File: src/mcPkg.sv
// Shared types, microword layout and CSR map of the microcoded byte engine
package mcPkg;

   ////////////////////////////////////////
   // Sizes
   ////////////////////////////////////////

   localparam int cramDepth    = 1024;
   localparam int pcWidth      = 10;
   // Remaining-step counter, bit 31 of csrStep is busy
   localparam int stepWidth    = 31;
   localparam int axiAddrWidth = 5;
   localparam int axiDataWidth = 32;

   // CSR offsets
   localparam logic [axiAddrWidth-1:0] csrCtrl   = 5'h00;
   localparam logic [axiAddrWidth-1:0] csrAddr   = 5'h04;
   localparam logic [axiAddrWidth-1:0] csrInst   = 5'h08;
   localparam logic [axiAddrWidth-1:0] csrStep   = 5'h0C;
   localparam logic [axiAddrWidth-1:0] csrStatus = 5'h10;

   // AXI response codes
   localparam logic [1:0] respOkay   = 2'b00;
   localparam logic [1:0] respSlvErr = 2'b10;

   ////////////////////////////////////////
   // Microword
   ////////////////////////////////////////

   typedef enum logic [2:0] {
      opNop, opLdi, opAdd, opAnd, opXor, opMovBrg, opJmpImm, opJmpAcc
   } mcOpE;

   // Branch conditions, only looked at by jumps
   typedef enum logic [2:0] {
      condAlways, condNever, condCarry, condZero, condBrg0, condBrg1, condBrg4, condBrg7
   } mcCondE;

   // Page gives the two high bits of a jump target
   typedef struct packed {
      mcOpE       op;
      mcCondE     cond;
      logic [1:0] page;
      logic [7:0] imm;
   } mcMicroS;

   typedef enum logic {phFetch, phExec} mcPhaseE;

   typedef enum logic [1:0] {busIdle, busWrResp, busRdResp} mcBusStateE;

   ////////////////////////////////////////
   // Inter-block bundles
   ////////////////////////////////////////

   // Laid out so that cramIn lands on bit 0 of csrCtrl
   typedef struct packed {
      logic init;
      logic cramOut;
      logic cramIn;
   } mcModeS;

   typedef struct packed {
      mcModeS             mode;
      logic               pcLoad;
      logic [pcWidth-1:0] pcData;
      logic               instLoad;
      mcMicroS            instData;
      logic               cramWr;
      logic               run;
   } mcSeqCtlS;

   typedef struct packed {
      logic carry;
      logic zero;
   } mcFlagsS;

   // AXI4-Lite master to slave
   typedef struct packed {
      logic                    awvalid;
      logic [axiAddrWidth-1:0] awaddr;
      logic                    wvalid;
      logic [axiDataWidth-1:0] wdata;
      logic                    bready;
      logic                    arvalid;
      logic [axiAddrWidth-1:0] araddr;
      logic                    rready;
   } mcAxiReqS;

   // AXI4-Lite slave to master
   typedef struct packed {
      logic                    awready;
      logic                    wready;
      logic                    bvalid;
      logic [1:0]              bresp;
      logic                    arready;
      logic                    rvalid;
      logic [axiDataWidth-1:0] rdata;
      logic [1:0]              rresp;
   } mcAxiRspS;

endpackage

File: src/mcCsrBus.sv
// AXI4-Lite slave holding the mode bits, maintenance instruction and step counter
module mcCsrBus import mcPkg::*;
(
   input  logic               clk,
   input  logic               arstN,
   input  mcAxiReqS           axiReq,
   output mcAxiRspS           axiRsp,
   input  logic               execEn,
   input  logic [pcWidth-1:0] pc,
   input  logic [7:0]         acc,
   input  logic [7:0]         brg,
   input  mcFlagsS            flags,
   output mcSeqCtlS           seqCtl
);

   mcBusStateE              state;
   mcModeS                  modeReg;
   mcMicroS                 instReg;
   logic [stepWidth-1:0]    stepCnt;
   logic                    wrAccept;
   logic                    rdAccept;
   logic                    wrMapped;
   logic                    rdMapped;
   logic                    wrCtrl;
   logic                    wrAddr;
   logic                    wrInst;
   logic                    wrStep;
   logic [axiDataWidth-1:0] rdMux;
   logic [axiDataWidth-1:0] rdData;
   logic [1:0]              bResp;
   logic [1:0]              rResp;

   ////////////////////////////////////////
   // Handshake and decode
   ////////////////////////////////////////

   // Address and data taken together, writes win over reads
   assign wrAccept = (state == busIdle) && axiReq.awvalid && axiReq.wvalid;
   assign rdAccept = (state == busIdle) && !wrAccept && axiReq.arvalid;

   // Status is read only
   assign wrMapped = axiReq.awaddr inside {csrCtrl, csrAddr, csrInst, csrStep};

   assign wrCtrl = wrAccept && (axiReq.awaddr == csrCtrl);
   assign wrAddr = wrAccept && (axiReq.awaddr == csrAddr);
   assign wrInst = wrAccept && (axiReq.awaddr == csrInst);
   assign wrStep = wrAccept && (axiReq.awaddr == csrStep);

   // Read mux
   always_comb
   begin
      rdMux    = '0;
      rdMapped = 1'b1;
      case (axiReq.araddr)
         csrCtrl:   rdMux = {29'b0, modeReg};
         csrAddr:   rdMux = {22'b0, pc};
         csrInst:   rdMux = {16'b0, instReg};
         // Busy flag on top of the remaining count
         csrStep:   rdMux = {stepCnt != '0, stepCnt};
         csrStatus: rdMux = {4'b0, pc, flags.zero, flags.carry, brg, acc};
         default:   rdMapped = 1'b0;
      endcase
   end

   ////////////////////////////////////////
   // Transaction FSM
   ////////////////////////////////////////

   always_ff @(posedge clk or negedge arstN)
   begin
      if (!arstN)
         state <= busIdle;
      else
      begin
         case (state)
            busIdle:
            begin
               if (wrAccept)
                  state <= busWrResp;
               else if (rdAccept)
                  state <= busRdResp;
            end
            busWrResp:
               if (axiReq.bready)
                  state <= busIdle;
            busRdResp:
               if (axiReq.rready)
                  state <= busIdle;
            default:
               state <= busIdle;
         endcase
      end
   end

   // Response payload, captured at the handshake
   always_ff @(posedge clk)
   begin
      if (wrAccept)
         bResp <= wrMapped ? respOkay : respSlvErr;
      if (rdAccept)
      begin
         rdData <= rdMux;
         rResp  <= rdMapped ? respOkay : respSlvErr;
      end
   end

   ////////////////////////////////////////
   // CSR registers
   ////////////////////////////////////////

   always_ff @(posedge clk or negedge arstN)
   begin
      if (!arstN)
      begin
         modeReg <= '0;
         instReg <= '0;
         stepCnt <= '0;
      end
      else
      begin
         if (wrCtrl)
            modeReg <= mcModeS'(axiReq.wdata[2:0]);
         if (wrInst)
            instReg <= mcMicroS'(axiReq.wdata[15:0]);
         // New count restarts the run, otherwise count down per instruction
         if (wrStep)
            stepCnt <= axiReq.wdata[stepWidth-1:0];
         else if (execEn && (stepCnt != '0))
            stepCnt <= stepCnt - 1'b1;
      end
   end

   // Response channels
   assign axiRsp.awready = wrAccept;
   assign axiRsp.wready  = wrAccept;
   assign axiRsp.bvalid  = (state == busWrResp);
   assign axiRsp.bresp   = bResp;
   assign axiRsp.arready = rdAccept;
   assign axiRsp.rvalid  = (state == busRdResp);
   assign axiRsp.rdata   = rdData;
   assign axiRsp.rresp   = rResp;

   // Sequencer control, loads act on the handshake edge
   assign seqCtl.mode     = modeReg;
   assign seqCtl.pcLoad   = wrAddr && modeReg.cramOut;
   assign seqCtl.pcData   = axiReq.wdata[pcWidth-1:0];
   assign seqCtl.instLoad = wrInst;
   assign seqCtl.instData = mcMicroS'(axiReq.wdata[15:0]);
   assign seqCtl.cramWr   = wrCtrl && axiReq.wdata[3];
   assign seqCtl.run      = (stepCnt != '0);

endmodule

File: config.mk
export PLATFORM = sky130hd
export DESIGN_NAME = mcCsrBus
export DESIGN_NICKNAME = d
export VERILOG_FILES = /design/src/mcPkg.sv /design/src/mcCsrBus.sv
export SDC_FILE = /design/constraint.sdc
export NUM_CORES = 1
export LEC_CHECK = 0
export CAP_MARGIN = 20
export CORE_UTILIZATION = 45
export CTS_BUF_LIST = sky130_fd_sc_hd__clkbuf_4
export DETAILED_ROUTE_END_ITERATION = 6
export DONT_BUFFER_PORTS = 1
export PLACE_DENSITY = 0.64
export RECOVER_POWER = 100
export SYNTH_ARGS = -nofsm -noshare
export SYNTH_HDL_FRONTEND = slang
export SYNTH_SLANG_ARGS = --single-unit
File: constraint.sdc
create_clock -name clk -period 3.1 [get_ports clk]
set_clock_uncertainty 0.2 [all_clocks]
set_input_delay 0.31 -clock clk [delete_from_list [all_inputs] [get_ports clk]]
set_output_delay 0.31 -clock clk [all_outputs]
set_load 0.005 [all_outputs]
After elaboration in Yosys (flattened, before gate mapping)
Cells that the tools add are included.
{"block": "op_classes", "n_addsub": 1, "n_eq_ne": 12, "mux": 11, "n_reduce_logical": 20}
{"cell": "$pmux W32 S5", "count": 1}
{"cell": "$mux W31", "count": 2}
{"cell": "$reduce_bool A31 Y1", "count": 1}
{"cell": "$sub A31 B1 Y31 const B", "count": 1}
{"cell": "$eq A5 B4 Y1 const B", "count": 4}
{"cell": "$mux W2", "count": 6}
{"cell": "$logic_and A1 B1 Y1", "count": 11}
{"cell": "$eq A5 B3 Y1 const B", "count": 2}
{"cell": "$logic_not A5 Y1", "count": 2}
{"cell": "$pmux W2 S3", "count": 1}
{"cell": "$eq A5 B5 Y1 const B", "count": 1}
{"cell": "$reduce_or A5 Y1", "count": 1}
{"cell": "$ne A2 B2 Y1 const B", "count": 2}
{"cell": "$reduce_bool A4 Y1", "count": 1}
{"cell": "$ne A3 B3 Y1 const B", "count": 1}
{"cell": "$reduce_and A3 Y1", "count": 1}
{"cell": "$eq A2 B1 Y1 const B", "count": 1}
{"cell": "$eq A2 B2 Y1 const B", "count": 1}
{"cell": "$logic_not A2 Y1", "count": 1}
{"cell": "$reduce_bool A2 Y1", "count": 1}
{"cell": "$logic_not A1 Y1", "count": 1}
{"cell": "$mux W1", "count": 1}
{"block": "totals", "regBits": 88, "in_bits": 78, "out_inout_bits": 74, "word_cells": 56}

Longest topological paths before layout
{"block": "depth", "depth_word": 9, "ltp_mapped": 8, "depth_no_buf": 8}

Worst setup path after synthesis
OpenSTA, ideal clock, no wires.
{"block": "synth_timing", "path_kind": "register to register", "startpoint": "reg stepCnt[15]", "endpoint": "reg stepCnt[24]", "setup_ns": 0.137, "arrival_time_ns": 2.323, "required_ns": 2.763, "path_slack_ns": 0.440, "stages_incl_launch_ff": 8, "period_less_slack_ns": 2.660, "cell_sequence": "dfrtp_1 or4_4 or4_4 buf_6 a2111o_2 nor3_2 xnor2_1 a21oi_1"}
{"block": "synth_via", "elab_chain_cells": 3, "elab_cells_between_ends": 6}
{"item": "from (decl)", "line_no": "mcCsrBus.sv:19", "source": "logic [stepWidth-1:0] stepCnt;"}
{"item": "from (signal assigned)", "line_no": "mcCsrBus.sv:127", "source": "stepCnt <= axiReq.wdata[stepWidth-1:0];"}
{"item": "from (signal assigned)", "line_no": "mcCsrBus.sv:129", "source": "stepCnt <= stepCnt - 1'b1;"}
{"item": "$sub A31 B1 Y31 or $reduce_bool A31 Y1 (tied branches)", "line_no": "mcCsrBus.sv:129, mcCsrBus.sv:128"}
{"item": "$mux W31 or $logic_and A1 B1 Y1 (tied branches)", "line_no": "mcCsrBus.sv:128", "source": "else if (execEn && (stepCnt != '0))"}
{"item": "$mux W31 or $reduce_bool A2 Y1 (tied branches)"}
Parallel ways exist; a longest one is shown, timed or not. The select of a mux whose other input is x is not followed.
A chain may end at the register's enable or synchronous reset.

Worst setup path after layout
{"block": "layout_timing", "startpoint": "reg stepCnt[8]", "endpoint": "reg stepCnt[1]"}
{"block": "layout_via", "elab_chain_cells": 3}
{"item": "$reduce_bool A31 Y1", "line_no": "mcCsrBus.sv:128"}
{"item": "$logic_and A1 B1 Y1", "line_no": "mcCsrBus.sv:128"}
{"item": "$reduce_bool A2 Y1 (no line)"}
No other way between the ends.

==> results.json <==
{
  "layout_commonest_cell": "dlygate4sd3_1",
  "rsz0062_at_grt": "no",
  "vias_per_cell": 5.67,
  "r2r-start": "stepCnt[8]",
  "period_share_pct": 96.4,
  "worstSetupPathType": "flop to flop",
  "holdPathStages": 3,
  "drtAntennaViolNets": 0,
  "internal_power_uw": 2040,
  "syn_area_sq_um": 4500,
  "drt_iter0_markers": 267,
  "ctsRootBufferMaster": "clkbuf_4",
  "synth_area_leaders": "dfrtp_1 (29%), edfxtp_1 (23%), mux2_2 (5.5%), buf_4 (5.3%), nor2_1 (3.6%)",
  "post_cts_resize_count": 0,
  "arrival_ns": 3.10,
  "diodes": 0,
  "start_kind": "flop",
  "die_y_microns": 102,
  "maxCapViolCount": 1,
  "io_pins": 152,
  "synth_top_area_cell": "dfrtp_1",
  "fp-row-count": 36,
  "clk_latency_ns": 0.42,
  "ys_warn_count": 0,
  "reg2regPathDepth": 5,
  "p_sw_share_pct": 34.5,
  "status": "finished with violations",
  "grt_max_degree": 62,
  "grt-ovfl-total": 0,
  "cts_tree": "yes",
  "setup_tns_ns": 0,
  "crit_fanout": 7,
  "power.share.clock_pct": 17.7,
  "routed_wirelength_mm": 11.2,
  "wl_per_cell_microns": 19.1,
  "setup_viol": 0,
  "final_area_sq_um": 5170,
  "die_width_microns": 102,
  "synth_cell_type_count": 46,
  "drive_above_1_share_pct": 11.9,
  "slowest_stage": "or4_1",
  "p_seq_share_pct": 56.2,
  "netlist.area_leader.share_pct": 28.9,
  "slew_headroom_pct": -0.952,
  "area_delta_synth_final_pct": 15.0,
  "violations": "max-capacitance violations, max-slew violations",
  "track_usage_pct": 22.6,
  "firstDrtPassIters": 5,
  "htree_levels": 3,
  "avgSynthCellArea_sq_um": 11.0,
  "coreArea_sq_um": 9730,
  "comb_power_share_pct": 26.1,
  "layout.nets": 530,
  "slew_violations": 33,
  "portBuffers": 0,
  "die_area_sq_um": 10400,
  "place_congestion": 0.835,
  "start_util_pct": 46.2,
  "hold_viol": 0,
  "clk_pin_slew_ns": 0.14,
  "clock_sinks": 86,
  "required_ns": 3.21,
  "r2r_end": "stepCnt[1]",
  "via_count": 3335,
  "power.leakage_uw": 0.00214,
  "grt_pass1_vias": 3329,
  "p_per_area_nw_per_um2": 604,
  "min_to": "rdData[1]",
  "r2r_slack_ns": 0.11,
  "cp_top_family": "simple AND/OR/NAND/NOR gates",
  "synth_edf_count": 34,
  "post-dp-hpwl_mm": 7.55,
  "numCtsBuffers": 9,
  "crit_chain": "or4_4, or4_1, o41ai_4, mux2i_1, mux2_1",
  "final_cell_mix": "dlygate4sd3_1 (69), dfrtp_1 (52), nor2_1 (44)",
  "crit_buf_inv": 0,
  "async_flop_share_pct": 60.5,
  "tightest_slew_ns": 1.51,
  "p_sw_uw": 1080,
  "ys_ff_latch": 86,
  "grt_pass1_wl_mm": 17.5,
  "cpPeakStageDelay_ns": 0.60,
  "max_freq_mhz": 335,
  "antenna_found_initial": 0,
  "clockBufferDepth": 2,
  "dpl_cell_area_sq_um": 4430,
  "synth_seq_area_share_pct": 51.7,
  "hp-start": "acc[1]",
  "min_path_type": "primary input to flop",
  "critPathCaptureType": "flop",
  "drc": 0,
  "synthCells": 409,
  "peakVddDrop_v": 0.000232,
  "synth_ff_type": "dfrtp_1",
  "finalCriticalPeriod_ns": 2.99
}
-- state kept, by name (all words and copies together), names as in the netlist --
signal and cells:
bResp 1, stepCnt 31, seqCtl 3, rResp 1
state 2, instReg 16, rdData 32
-- cells in the mapped netlist (all sizes together) (12+ instances only) --
master and number:
dfrtp 52, nor2 44, mux2 23, nor4 13
a22o 12, a21oi 29, inv 12, a222oi 16
clkbuf 17, nand2 30, edfxtp 34, xnor2 17
buf 34
-- how the worst max path moves through the flow --
stage / startpoint / to / cells past startpoint
final: stepCnt[8] / stepCnt[1] / 5
after global placement: stepCnt[8] / stepCnt[30] / 6
after global routing: stepCnt[8] / stepCnt[1] / 5
after CTS: stepCnt[8] / seqCtl[0] / 4
after detailed placement: stepCnt[8] / stepCnt[1] / 5
after floorplan: stepCnt[15] / stepCnt[24] / 7
-- metrics by stage --
stage          cells  utilization, %  hold WS, ns  total power (uW)  setup WS, ns
3_5_place_dp     502            45.5       -0.184              2520         0.181
4_1_cts          588            54.0      0.00117              3170        0.0724
2_1_floorplan    410               -       -0.186              2350         0.440
3_3_place_gp     502            45.5       -0.184              2480         0.264
6_report         588            53.2       0.0332              3120         0.111
5_1_grt          588            53.2      0.00851              3330        0.0100
-- power groups by stage --
stage	Combinational [uW]	Sequential, uW	Clock (uW)
floorplan	666	1680	0
global placement	714	1770	0
detailed placement	741	1780	0
CTS	846	1760	564
global route	917	1800	615
finish	814	1750	553
-- area by class of cell --
type	count	area, sq um
repair buffers	80	759
flip-flops and latches	86	2320
inverters	12	45.0
clock inverters	5	27.5
fillers	910	4560
well taps	133	166
clock buffers	11	82.6
multi-input cells	261	1770
-- worst register-to-register path: stages, from the launching register on --
cell and delay, ns:
dfrtp_1 0.46, or4_4 0.58, or4_1 0.60, o41ai_4 0.55
mux2i_1 0.17, mux2_1 0.31
-- logic make-up after synthesis --
logic type / synth area share (%)
buffers and inverters: 8.13
AO/OA/AOI/OAI: 11.1
AND/OR/NAND/NOR: 16.9
multiplexers: 6.07
XOR/XNOR: 5.45
other: 0.0834
adder cells (fa/ha/maj): 0.557
flip-flops: 51.7
-- routing by layer --
| metal | routed length (microns) | up-vias | GRT usage, % |
|---|---|---|---|
| met5 | 0 | - | 0 |
| li1 | - | 1540 | - |
| met1 | 4870 | 1625 | 28.9 |
| met3 | 768 | 27 | 5.34 |
| met2 | 5320 | 143 | 36.6 |
| met4 | 282 | 0 | 10.1 |
-- repair_timing --
item / in CTS / in global routing
endpoints found under the setup margin: 0 / 0
setup buffers: 0 / 0
endpoints found under the hold margin: 134 / 0
hold buffers: 70 / 0
No activity file was read; power rests on OpenSTA's default activity.
