`src/mcPkg.sv`:
```
// Shared types, microword layout and CSR map of the microcoded byte engine
package mcPkg;

   ////////////////////////////////////////
   // Sizes
   ////////////////////////////////////////

   localparam int cramDepth    = 1024;
   localparam int pcWidth      = 10;
   // Remaining-step counter, bit 31 of csrStep is busy
   localparam int stepWidth    = 31;
   localparam int axiAddrWidth = 5;
   localparam int axiDataWidth = 32;

   // CSR offsets
   localparam logic [axiAddrWidth-1:0] csrCtrl   = 5'h00;
   localparam logic [axiAddrWidth-1:0] csrAddr   = 5'h04;
   localparam logic [axiAddrWidth-1:0] csrInst   = 5'h08;
   localparam logic [axiAddrWidth-1:0] csrStep   = 5'h0C;
   localparam logic [axiAddrWidth-1:0] csrStatus = 5'h10;

   // AXI response codes
   localparam logic [1:0] respOkay   = 2'b00;
   localparam logic [1:0] respSlvErr = 2'b10;

   ////////////////////////////////////////
   // Microword
   ////////////////////////////////////////

   typedef enum logic [2:0] {
      opNop, opLdi, opAdd, opAnd, opXor, opMovBrg, opJmpImm, opJmpAcc
   } mcOpE;

   // Branch conditions, only looked at by jumps
   typedef enum logic [2:0] {
      condAlways, condNever, condCarry, condZero, condBrg0, condBrg1, condBrg4, condBrg7
   } mcCondE;

   // Page gives the two high bits of a jump target
   typedef struct packed {
      mcOpE       op;
      mcCondE     cond;
      logic [1:0] page;
      logic [7:0] imm;
   } mcMicroS;

   typedef enum logic {phFetch, phExec} mcPhaseE;

   typedef enum logic [1:0] {busIdle, busWrResp, busRdResp} mcBusStateE;

   ////////////////////////////////////////
   // Inter-block bundles
   ////////////////////////////////////////

   // Laid out so that cramIn lands on bit 0 of csrCtrl
   typedef struct packed {
      logic init;
      logic cramOut;
      logic cramIn;
   } mcModeS;

   typedef struct packed {
      mcModeS             mode;
      logic               pcLoad;
      logic [pcWidth-1:0] pcData;
      logic               instLoad;
      mcMicroS            instData;
      logic               cramWr;
      logic               run;
   } mcSeqCtlS;

   typedef struct packed {
      logic carry;
      logic zero;
   } mcFlagsS;

   // AXI4-Lite master to slave
   typedef struct packed {
      logic                    awvalid;
      logic [axiAddrWidth-1:0] awaddr;
      logic                    wvalid;
      logic [axiDataWidth-1:0] wdata;
      logic                    bready;
      logic                    arvalid;
      logic [axiAddrWidth-1:0] araddr;
      logic                    rready;
   } mcAxiReqS;

   // AXI4-Lite slave to master
   typedef struct packed {
      logic                    awready;
      logic                    wready;
      logic                    bvalid;
      logic [1:0]              bresp;
      logic                    arready;
      logic                    rvalid;
      logic [axiDataWidth-1:0] rdata;
      logic [1:0]              rresp;
   } mcAxiRspS;

endpackage

```
`src/mcDatapath.sv`:
```
// Byte datapath with accumulator, ALU, flags and branch register
module mcDatapath import mcPkg::*;
(
   input  logic       clk,
   input  logic       arstN,
   input  logic       init,
   input  mcMicroS    micro,
   input  logic       execEn,
   output logic [7:0] acc,
   output logic [7:0] brg,
   output mcFlagsS    flags
);

   logic [8:0] sum;
   logic [7:0] result;
   logic       writesAcc;

   ////////////////////////////////////////
   // ALU
   ////////////////////////////////////////

   // Ninth bit is the carry out
   assign sum = {1'b0, acc} + {1'b0, micro.imm};

   always_comb
   begin
      case (micro.op)
         opLdi:   result = micro.imm;
         opAdd:   result = sum[7:0];
         opAnd:   result = acc & micro.imm;
         opXor:   result = acc ^ micro.imm;
         default: result = acc;
      endcase
   end

   // Same set of ops also sets zero
   assign writesAcc = micro.op inside {opLdi, opAdd, opAnd, opXor};

   ////////////////////////////////////////
   // Registers
   ////////////////////////////////////////

   always_ff @(posedge clk or negedge arstN)
   begin
      if (!arstN)
      begin
         acc   <= '0;
         brg   <= '0;
         flags <= '0;
      end
      else if (init)
      begin
         acc   <= '0;
         brg   <= '0;
         flags <= '0;
      end
      else if (execEn)
      begin
         if (writesAcc)
         begin
            acc        <= result;
            flags.zero <= (result == 8'h00);
         end
         // Carry only from add
         if (micro.op == opAdd)
            flags.carry <= sum[8];
         if (micro.op == opMovBrg)
            brg <= acc;
         // Jumps and nop leave the datapath alone
      end
   end

endmodule

```
`config.mk`:
```
export PLATFORM = sky130hd
export DESIGN_NAME = mcDatapath
export DESIGN_NICKNAME = d
export VERILOG_FILES = /design/src/mcPkg.sv /design/src/mcDatapath.sv
export SDC_FILE = /design/constraint.sdc
export NUM_CORES = 1
export LEC_CHECK = 0
export ABC_AREA = 1
export CORE_AREA = 2 2 41 71
export DETAILED_ROUTE_END_ITERATION = 10
export DIE_AREA = 0 0 43 73
export DONT_BUFFER_PORTS = 1
export PLACE_DENSITY_LB_ADDON = 0.05
export SKIP_LAST_GASP = 1
export SLEW_MARGIN = 20
export SYNTH_ARGS = -nofsm -noshare
export SYNTH_HDL_FRONTEND = slang
export SYNTH_SLANG_ARGS = --single-unit
```
`constraint.sdc`:
```
create_clock -name clk -period 2 [get_ports clk]
set_input_delay 0.1 -clock clk [delete_from_list [all_inputs] [get_ports clk]]
set_output_delay 0.1 -clock clk [all_outputs]
set_load 0.005 [all_outputs]
```
## Yosys cells after proc, flatten, opt, wreduce, memory -nomap -nowiden

Index checks and enable logic that the tools add are counted.

| operators by class | value |
|---|---|
| reductions and logical operators | 9 |
| div/mod/pow operators | 0 |
| multiplexer cells | 11 |
| shifts and indexed selects | 0 |
| add/sub/neg operators | 1 |
| bitwise logic cells | 2 |
| multipliers | 0 |
| eq/ne operators | 5 |
| magnitude comparators | 0 |

Operators by type and width:

| cell | number |
|---|---|
| two-way mux 8 bit | 6 |
| case mux 8 bit (4 select lines) | 1 |
| adder 8 x 8 -> 9 bit | 1 |
| AND 8 bit | 1 |
| zero test 8 bit | 1 |
| nonzero test 2 bit | 4 |
| bitwise XOR 8 bit | 1 |
| == test 3 x 2 -> 1 bit (second input constant) | 2 |
| == test 3 bit (second input constant) | 2 |
| AND reduction 2 bit | 3 |
| two-way mux 2 bit | 2 |
| nonzero test 4 bit | 1 |
| == test 3 x 1 -> 1 bit (second input constant) | 1 |
| two-way mux 1 bit | 2 |

| storage, ports and cells | value |
|---|---|
| logic and storage cells | 32 |
| output and inout bits | 18 |
| bits of input ports | 20 |
| memory bits (read-only) | 0 |
| bits in registers | 18 |
| latch bits | 0 |
| bits in writable memories | 0 |
| memories kept | 0 |

## Depth between registers and ports, before layout

Gate-level depths: netlist of the first run.

| logic depth | value |
|---|---|
| depth after elaboration | 6 |
| mapped depth | 13 |
| gate-level depth less buffers | 13 |

## Worst setup path before layout of the first run

Ideal clock, no wire load.

| timing | value |
|---|---|
| path kind | register -> register |
| start point | reg acc[0] |
| end point | reg flags[0] (netlist name) |
| stages on the path, launching flop included | 13 |
| arrival | 1.669 ns |
| required time | 1.882 ns |
| buffers on the path | 0 |
| library setup time | 0.118 ns |
| clock period less this slack | 1.787 ns |
| slack | 0.213 ns |
| path through | dfrtp_1 ha_1 fa_1 nand2_1 nand3_1 nand3_1 nand2_1 nand2_1 nand3_1 nand2_1 o21ai_1 nand4_1 nand2_1 |

| between the ends | value |
|---|---|
| word-level cells in the longest chain between the ends | 6 |
| elaborated cells on any way between the ends | 8 |

RTL lines:

| item | RTL line | source |
|---|---|---|
| start, declared | mcDatapath.sv:9 | `output logic [7:0] acc,` |
| start signal, assigned | mcDatapath.sv:61 | `acc <= result;` |
| adder 8 x 8 -> 9 bit, or another cell as far along | mcDatapath.sv:23 | `assign sum = {1'b0, acc} + {1'b0, micro.imm};` |
| case mux 8 bit (4 select lines) * | mcDatapath.sv:27 | `case (micro.op)` |
| zero test 8 bit * | mcDatapath.sv:62 | `flags.zero <= (result == 8'h00);` |
| two-way mux 1 bit * | mcDatapath.sv:59 | `if (writesAcc)` |
| two-way mux 2 bit * | mcDatapath.sv:57 | `else if (execEn)` |
| two-way mux 2 bit * | mcDatapath.sv:51 | `else if (init)` |
| end, declared | mcDatapath.sv:11 | `output mcFlagsS flags` |

Every way passes the cells marked *; elsewhere a longest branch is shown, timed or not. The select of a mux whose other input is x is not followed.
A chain may end at the register's enable or synchronous reset.

## Worst setup path in the final report of the first run

Same ends and word-level chain as after synthesis.

==> flow_metrics.py, run 1 <==
metrics = {
    "run_status": {
        "status": "finished clean",
    },
    "global_route": {
        "grt_use_total": 0.256,
        "grt_pass1_vias": 1420,
        "grt_first_pass_wirelength_um": 6100,
        "grt_antenna_before_repair": 0,
        "overflow": 0,
        "grt_start_max_net_pins": 19,
    },
    "timing": {
        "fin_worst_skew_ps": 1.79,
        "rsz0062_at_grt": "yes",
        "fin_crit_ps": 1910,
        "hold_violations": 0,
        "drv_slew": 0,
        "finalCritPeriodShare": 0.954,
        "tightest_slew_ps": 786,
        "setup_viol_count_final": 0,
        "finalSetupTns_ps": 0,
        "fmax_ghz": 0.524,
        "relSlewSlack": 0.475,
    },
    "power": {
        "switchingPower_uw": 265,
        "combPwrFrac": 0.245,
        "clkPwrFrac": 0.321,
        "power_density_mw_per_mm2": 560,
        "pwr-share-seq": 0.434,
        "p_sw_frac": 0.297,
        "leakage_uw": 0.000859,
        "internal_power_uw": 626,
        "peakVddDrop_v": 0.000491,
    },
    "yosys": {
        "ys_ff_latch": 18,
        "yosys.area.top_type_share": 0.309,
        "syn_area_mm2": 0.00146,
        "synth_seq_area_share": 0.309,
        "syn_nets": 253,
        "avgSynthCellArea_um2": 6.51,
        "synth.area.top_cells": "dfrtp_1, nand2_1, nand3_1",
        "synth_warnings": 0,
        "ys_types": 25,
        "synth_top_area_cell": "dfrtp_1",
        "netlist_instances": 224,
    },
    "critical_path": {
        "cp_max_fo": 2,
        "path_class": "reg -> reg",
        "required_ps": 2190,
        "crit_path_end_kind": "flop",
        "cp-start-kind": "flop",
        "cp_num_buf_inv": 1,
        "crit_chain": "ha_2 -> fa_2 -> inv_1 -> nand2_1 -> nand2_1 -> nor2_1 -> nor2_1 -> nand3_1 -> nor2_1 -> nand3_1 -> nor2_2 -> nand4_1 -> nand2_1",
        "critical-path-max-stage-delay_ps": 380,
        "cpMaxStageDelayCell": "dfrtp_1",
        "cp_data_arrival_time_ps": 2100,
        "cpLargestDelayFamily": "simple AND/OR/NAND/NOR gates",
    },
    "floorplanning": {
        "rows": 25,
        "io-pin-count": 38,
        "dieArea_mm2": 0.00314,
        "core_mm2": 0.00263,
        "initial_utilization": 0.555,
        "die_w_um": 43,
        "fp.dieH_um": 73,
    },
    "clocking": {
        "h-tree-depth": 1,
        "clk_pin_slew_ps": 60,
        "clock-sinks": 18,
        "clk_path_buf_depth": 2,
        "cts_tree": "done",
        "worstSkewPairLatency_ps": 250,
        "clock-root-buffer": "clkbuf_8",
        "cts_buffers": 3,
    },
    "placed_design": {
        "io_buffers": 0,
        "place.gp.congestion": 0.888,
        "post_dp_cell_area_mm2": 0.00150,
        "dp_cells": 251,
        "dpl.hpwl_um": 3130,
    },
    "routing": {
        "drcViolationCount": 0,
        "drt-pass1-iter-count": 4,
        "drt-initial-drc-count": 24,
        "viasPerCell": 5.65,
        "wl_um": 3810,
        "wire_per_inst_um": 14.8,
        "ant_nets": 0,
        "route.vias.total": 1458,
    },
    "hold_path": {
        "hold_path.class": "in -> reg",
    },
    "cells_and_area": {
        "drive_gt1_frac": 0.0952,
        "area_growth_pct": 9.09,
        "utilization": 0.606,
        "fill_cells": 265,
        "fin_cells": 258,
        "nets": 261,
        "antenna_cells": 0,
        "final_area_mm2": 0.00159,
    },
    "flow_run": {
        "drv_cap": 0,
    },
}
[metrics by stage]
| stage | worst slack, ps | power [uW] | hold slack (ps) |
|---|---|---|---|
| floorplan | 213 | 552 | -196 |
| global placement | 84.6 | 589 | -195 |
| detailed placement | 45.7 | 594 | -195 |
| CTS | 31.6 | 896 | 28.2 |
| global route | -94.3 | 943 | 51.4 |
| finish | 92.7 | 891 | 29.0 |
[cells in the mapped netlist]
library cell  count
inv_1            34
o31ai_1           1
nand2_1          66
ha_1              8
o21ai_1           6
or2_1             1
nand4_2           1
a21oi_1           5
nand3_2           1
nor2_1           16
nor3_1            1
dfrtp_1          18
o21ai_0           9
nor2_4            1
nand2_4           2
fa_1              1
nand4_1           5
clkinv_1          1
clkbuf_1          1
o22ai_1           7
o21ai_2           1
nor2_2            1
buf_2             2
inv_2             4
nand3_1          31
[sequential cells by signal, indices dropped and copies added, names as in the netlist]
register and count:
acc 8, brg 8, flags 2
[cells by family (layout without fill, tap and decap cells)]
family                   after synthesis  in the layout  synth area share
buffers and inverters                 42             49             0.110
adder cells (fa/ha/maj)                9              9            0.0823
AND/OR/NAND/NOR                      126            126             0.389
flip-flops                            18             18             0.309
AO/OA/AOI/OAI                         29             29             0.110
[worst paths after layout]
kind	from	endpoint	slack (ps)	cells after the start
max in group asynchronous	arstN	acc[2]	1140	1
min reg2reg	flags[0]	flags[0]	540	2
max reg2reg	acc[0]	flags[0]	90	13
min	init	flags[0]	30	3
min in group asynchronous	arstN	brg[6]	380	1
max	acc[0]	flags[0]	90	13
[power groups by stage]
| stage | clock network (uW) | registers [uW] | logic [uW] |
|---|---|---|---|
| 2_1_floorplan | 0 | 391 | 161 |
| 3_3_place_gp | 0 | 393 | 197 |
| 3_5_place_dp | 0 | 393 | 201 |
| 4_1_cts | 298 | 386 | 212 |
| 5_1_grt | 304 | 388 | 251 |
| 6_report | 286 | 387 | 218 |
[what timing repair did]
item | 4_1_cts | 5_1_grt
buffers inserted | 0 | 1
resized for setup | 0 | 3
hold buffers | 2 | 0
hold endpoints to repair | 19 | 0
endpoints found under the setup margin | 0 | 3
[area by class of cell]
| cell class | count | area [um2] | share of cell area |
|---|---|---|---|
| flip-flops and latches | 18 | 450 | 0.283 |
| repair buffers | 6 | 50.0 | 0.0314 |
| inverters | 39 | 146 | 0.0920 |
| multi-input cells | 164 | 856 | 0.538 |
| well taps | 27 | 33.8 | 0.0212 |
| clock buffers | 4 | 55.1 | 0.0346 |
[routing by layer]
metal  track usage  up-vias  routed length, um
met4         0.111        0                 89
li1              -      744                  -
met2         0.488       32               2160
met3        0.0272        8                156
met5             0        -                  0
met1         0.273      674               1410
[worst register-to-register path, stage by stage (launching register included)]
cell	delay, ps
dfrtp_1	380
ha_2	200
fa_2	340
inv_1	70
nand2_1	50
nand2_1	60
nor2_1	40
nor2_1	90
nand3_1	120
nor2_1	110
nand3_1	100
nor2_2	130
nand4_1	90
nand2_1	80
[placed cells by master, fill, tap and decap left out, drive strengths merged]
cell type / instances
nand4: 6
buf: 4
fa: 1
o31ai: 1
or2: 1
nand2: 68
nor2: 18
dlygate4sd3: 2
a21oi: 5
nand3: 32
o21ai: 16
nor3: 1
dfrtp: 18
ha: 8
inv: 38
clkbuf: 4
clkinv: 1
o22ai: 7
(Power assumes the default switching activity.)
==> run 2, diff against run 1 <==
CORE_AREA = 2 2 50 87   (was 2 2 41 71)
DIE_AREA = 0 0 52 89   (was 0 0 43 73)
==> flow_metrics.py, run 2 (same netlist as run 1, synthesis figures left out) <==
metrics = {
    "run_status": {
        "status": "finished clean",
    },
    "global_route": {
        "overflow": 0,
        "grt_start_max_net_pins": 19,
        "grt_first_pass_wirelength_um": 6860,
        "grt_pass1_vias": 1546,
        "grt_use_total": 0.191,
        "grt_antenna_before_repair": 0,
    },
    "cells_and_area": {
        "largestRegisters": "acc x8, brg x8, flags x2",
        "fill_cells": 417,
        "nets": 261,
        "drive_gt1_frac": 0.108,
        "area_growth_pct": 11.4,
        "antenna_cells": 0,
        "layout_commonest_cell": "nand2_1",
        "fin_cells": 279,
        "mostFrequentLayoutCells": "nand2_1, inv_1, nand3_1",
    },
    "clocking": {
        "clk_pin_slew_ps": 70,
        "clk_path_buf_depth": 2,
        "clock-root-buffer": "clkbuf_8",
        "h-tree-depth": 1,
        "cts_tree": "done",
        "cts_buffers": 3,
        "clock-sinks": 18,
        "worstSkewPairLatency_ps": 250,
    },
    "power": {
        "p_sw_frac": 0.302,
        "clkPwrFrac": 0.324,
        "pwr-share-seq": 0.433,
        "peakVddDrop_v": 0.000520,
        "internal_power_uw": 624,
        "power_density_mw_per_mm2": 550,
        "leakage_uw": 0.000868,
        "combPwrFrac": 0.244,
        "switchingPower_uw": 270,
    },
    "placed_design": {
        "dp_cells": 273,
        "io_buffers": 0,
        "dpl.hpwl_um": 3290,
        "place.gp.congestion": 0.810,
    },
    "critical_path": {
        "cp_max_fo": 2,
        "critical-path-max-stage-delay_ps": 390,
        "required_ps": 2190,
        "cp_data_arrival_time_ps": 2120,
        "timing.reg2reg.setup_slack_ps": 60,
        "crit_chain": "ha_2 -> fa_2 -> inv_1 -> nand2_1 -> nand2_1 -> nor2_1 -> nor2_1 -> nand3_1 -> nor2_1 -> nand3_1 -> nor2_1 -> nand4_1 -> nand2_1",
        "cpMostUsedCell": "nor2_1",
        "path_class": "reg -> reg",
        "cp-start-kind": "flop",
        "cpLargestDelayFamily": "simple AND/OR/NAND/NOR gates",
        "cpMaxStageDelayCell": "dfrtp_1",
        "cp_num_buf_inv": 1,
        "crit_path_end_kind": "flop",
    },
    "timing": {
        "finalSetupTns_ps": 0,
        "setup_viol_count_final": 0,
        "hold_violations": 0,
        "finalCritPeriodShare": 0.969,
        "relSlewSlack": 0.436,
        "fin_worst_skew_ps": 2.96,
        "rsz0062_at_grt": "yes",
        "fin_crit_ps": 1940,
        "fmax_ghz": 0.516,
        "drv_slew": 0,
        "tightest_slew_ps": 843,
        "hold-worst-slack_ps": 10.4,
    },
    "hold_path": {
        "hold_path.class": "in -> reg",
    },
    "routing": {
        "drt-initial-drc-count": 34,
        "viasPerCell": 5.25,
        "drcViolationCount": 0,
        "drt-pass1-iter-count": 5,
        "route.vias.total": 1466,
        "wire_per_inst_um": 14.5,
        "ant_nets": 0,
        "wl_um": 4050,
    },
    "floorplanning": {
        "io-pin-count": 38,
        "dieArea_mm2": 0.00463,
        "core_mm2": 0.00387,
        "die_w_um": 52,
        "initial_utilization": 0.377,
        "rows": 30,
        "fp.dieH_um": 89,
    },
    "flow_run": {
        "drv_cap": 0,
    },
}
## run 2: changes by cell type in the layout (fill, tap and decap cells not counted)
cell / delta
dlygate4sd3_1: -1
nand3_1: -2
nand3_2: +2
buf_4: +1
## run 2: timing repair
item,in CTS,in global routing
hold endpoints to repair,18,0
hold buffers,1,0
buffers inserted,0,1
resized for setup,2,3
setup endpoints to repair,1,3
pin swaps,1,2
## run 2: final cells by class
type,count,area (um2),share of cell area
Clock buffer,4,55.1,0.0339
Inverter,39,146,0.0901
Multi-Input combinational cell,164,866,0.533
Sequential cell,18,450,0.277
Tap cell,48,60.1,0.0370
Timing Repair Buffer,6,47.5,0.0293
## run 2: power by group through the flow
stage               Combinational (uW)  Clock (uW)  Sequential, uW
floorplan                          161           0             391
global placement                   202           0             393
detailed placement                 203           0             393
CTS                                215         297             386
global route                       250         320             387
finish                             218         289             387
## run 2: worst paths after layout
path,from,end,cells past startpoint
min in group asynchronous,arstN,acc[4],1
max in group asynchronous,arstN,acc[5],1
setup / recovery,acc[0],flags[0],13
hold reg to reg,flags[0],flags[0],2
setup reg to reg,acc[0],flags[0],13
hold / removal,init,flags[1],3
## run 2: routing by layer
layer  vias up  share of wire  global-route usage
met2        42           0.54               0.367
met4         0          0.014              0.0646
met5         -              0                   0
met3         6          0.051              0.0217
li1        745              -                   -
met1       673           0.39               0.209
## run 2: worst min-delay path, cell delays in order
cell and delay [ps]:
a21oi_1 20, o31ai_1 60, inv_1 40
## run 2: through the flow
stage	instance area (um2)	total power [uW]	setup slack, ps	utilization
CTS	1610	898	12.4	0.416
floorplan	1460	552	213	-
global route	1630	958	-80.4	0.420
global placement	1540	595	26.0	0.397
finish	1630	894	61.1	0.420
detailed placement	1540	597	-2.23	0.397
==> run 3, diff against run 2 <==
ABC_CLOCK_PERIOD_IN_PS = 2000   (was not set)
CORE_AREA = 2 2 65 67   (was 2 2 50 87)
DIE_AREA = 0 0 67 69   (was 0 0 52 89)
PLACE_DENSITY_LB_ADDON = not set   (was 0.05)
==> flow_metrics.py, run 3 (same netlist as run 1, synthesis figures left out) <==
metrics = {
    "hold_path": {
        "min_from": "init",
        "min_to": "flags[0]",
        "hold_path.class": "in -> reg",
        "hold_depth": 3,
    },
    "global_route": {
        "grt_use_total": 0.173,
        "overflow": 0,
        "grt_pass1_vias": 1396,
        "grt_start_max_net_pins": 19,
        "grt_antenna_before_repair": 0,
        "grt_first_pass_wirelength_um": 6380,
    },
    "power": {
        "switchingPower_uw": 263,
        "power_density_mw_per_mm2": 525,
        "p_sw_frac": 0.310,
        "peakVddDrop_v": 0.000400,
        "leakage_uw": 0.000857,
        "internal_power_uw": 583,
        "pwr-share-seq": 0.458,
        "combPwrFrac": 0.253,
        "clkPwrFrac": 0.290,
    },
    "critical_path": {
        "cp_num_buf_inv": 1,
        "cpMaxStageDelayCell": "dfrtp_1",
        "r2r_cells": 13,
        "cp_max_fo": 2,
        "crit_path_start": "acc[0]",
        "cp_data_arrival_time_ps": 2050,
        "required_ps": 2190,
        "cpLargestDelayFamily": "simple AND/OR/NAND/NOR gates",
        "timing.reg2reg.setup_slack_ps": 140,
        "critical-path-max-stage-delay_ps": 390,
        "path_class": "reg -> reg",
        "crit_chain": "ha_2 -> fa_2 -> inv_1 -> nand2_1 -> nand2_1 -> nor2_1 -> nor2_1 -> nand3_1 -> nor2_1 -> nand3_1 -> nor2_1 -> nand4_1 -> nand2_1",
        "cpMostUsedCell": "nor2_1",
        "crit_path_end_kind": "flop",
        "rr_startpoint": "acc[0]",
        "reg2reg_to": "flags[0]",
        "cp-start-kind": "flop",
    },
    "clocking": {
        "h-tree-depth": 1,
        "clock-sinks": 18,
        "worstSkewPairLatency_ps": 250,
        "clk_path_buf_depth": 2,
        "cts_buffers": 3,
        "clk_pin_slew_ps": 60,
        "cts_tree": "done",
        "clock-root-buffer": "clkbuf_8",
    },
    "floorplanning": {
        "rows": 23,
        "initial_utilization": 0.373,
        "dieArea_mm2": 0.00462,
        "die_w_um": 67,
        "io-pin-count": 38,
        "core_mm2": 0.00391,
        "fp.dieH_um": 69,
    },
    "routing": {
        "ant_nets": 0,
        "wl_um": 3730,
        "route.vias.total": 1428,
        "wire_per_inst_um": 13.3,
        "viasPerCell": 5.08,
        "drt-pass1-iter-count": 4,
        "drcViolationCount": 0,
        "drt-initial-drc-count": 108,
    },
    "timing": {
        "setup_slack_ps": 144,
        "setup_viol_count_final": 0,
        "relSlewSlack": 0.481,
        "finalCritPeriodShare": 0.928,
        "fmax_ghz": 0.539,
        "hold_violations": 0,
        "fin_crit_ps": 1860,
        "drv_slew": 0,
        "rsz0062_at_grt": "yes",
        "tightest_slew_ps": 775,
        "fin_worst_skew_ps": 1.35,
    },
    "cells_and_area": {
        "multi_input_area_um2": 853,
        "seq_area_um2": 450,
        "antenna_cells": 0,
        "nets": 262,
        "fill_cells": 428,
        "largestRegisters": "acc x8, brg x8, flags x2",
        "mostFrequentLayoutCells": "nand2_1, inv_1, nand3_1",
        "area_growth_pct": 10.5,
        "final_area_mm2": 0.00161,
        "drive_gt1_frac": 0.0909,
        "fin_cells": 281,
        "layout_commonest_cell": "nand2_1",
    },
    "placed_design": {
        "post_dp_cell_area_mm2": 0.00154,
        "dp_cells": 275,
        "io_buffers": 0,
        "dp_worst_setup_slack_ps": 86.9,
        "dpl.hpwl_um": 3020,
        "place.gp.congestion": 0.818,
    },
    "run_status": {
        "status": "finished clean",
    },
    "flow_run": {
        "drv_cap": 0,
    },
}
## run 3: cell count changes in the layout (fill, tap and decap cells not counted), sizes merged
cell         change
dlygate4sd3      +1
clkbuf           -1
## run 3: power groups by stage
| stage | combinational (uW) | sequential (uW) | clock, uW |
|---|---|---|---|
| final | 214 | 387 | 245 |
| after global routing | 248 | 389 | 270 |
| after CTS | 213 | 388 | 249 |
| after detailed placement | 202 | 395 | 0 |
| after global placement | 200 | 394 | 0 |
| after floorplan | 161 | 391 | 0 |
## run 3: tightest hold or removal path, delay by kind of cell
kind,cells,cell delay (ps)
AND/OR/NAND/NOR,2,100
AO/OA/AOI/OAI,1,40
## run 3: what timing repair did
action | CTS | global route
resized for setup | 0 | 2
hold buffers | 2 | 0
setup endpoints to repair | 0 | 3
endpoints found under the hold margin | 19 | 0
buffers inserted | 0 | 1
## run 3: metrics by stage
step                      setup TNS (ps)  power, uW  hold WS, ps   util
after floorplan                        0        552         -196      -
after detailed placement               0        596         -195  0.393
final                                  0        846         23.8  0.412
after CTS                              0        850         22.8  0.409
after global routing               -17.2        906         44.4  0.412
after global placement                 0        595         -195  0.393
## run 3: how the worst max path moves through the flow
stage | to | slack, ps | cells past startpoint
floorplan | flags[0] | 210 | 12
global placement | flags[0] | 90 | 12
detailed placement | flags[0] | 90 | 12
CTS | flags[0] | 70 | 13
global route | flags[0] | -20 | 13
finish | flags[0] | 140 | 13
## run 3: final cells by class
cell class,count,share of cell area
Clock buffer,3,0.0256
Sequential cell,18,0.280
Tap cell,50,0.0388
Multi-Input combinational cell,164,0.530
Timing Repair Buffer,7,0.0357
Inverter,39,0.0908
## run 3: routing by layer
layer / vias to the layer above / global-route usage / wire [um]
li1: 743 / - / -
met1: 641 / 0.245 / 1730
met2: 38 / 0.257 / 1680
met3: 6 / 0.0620 / 281
met4: 0 / 0.0272 / 40
met5: - / 0 / 0
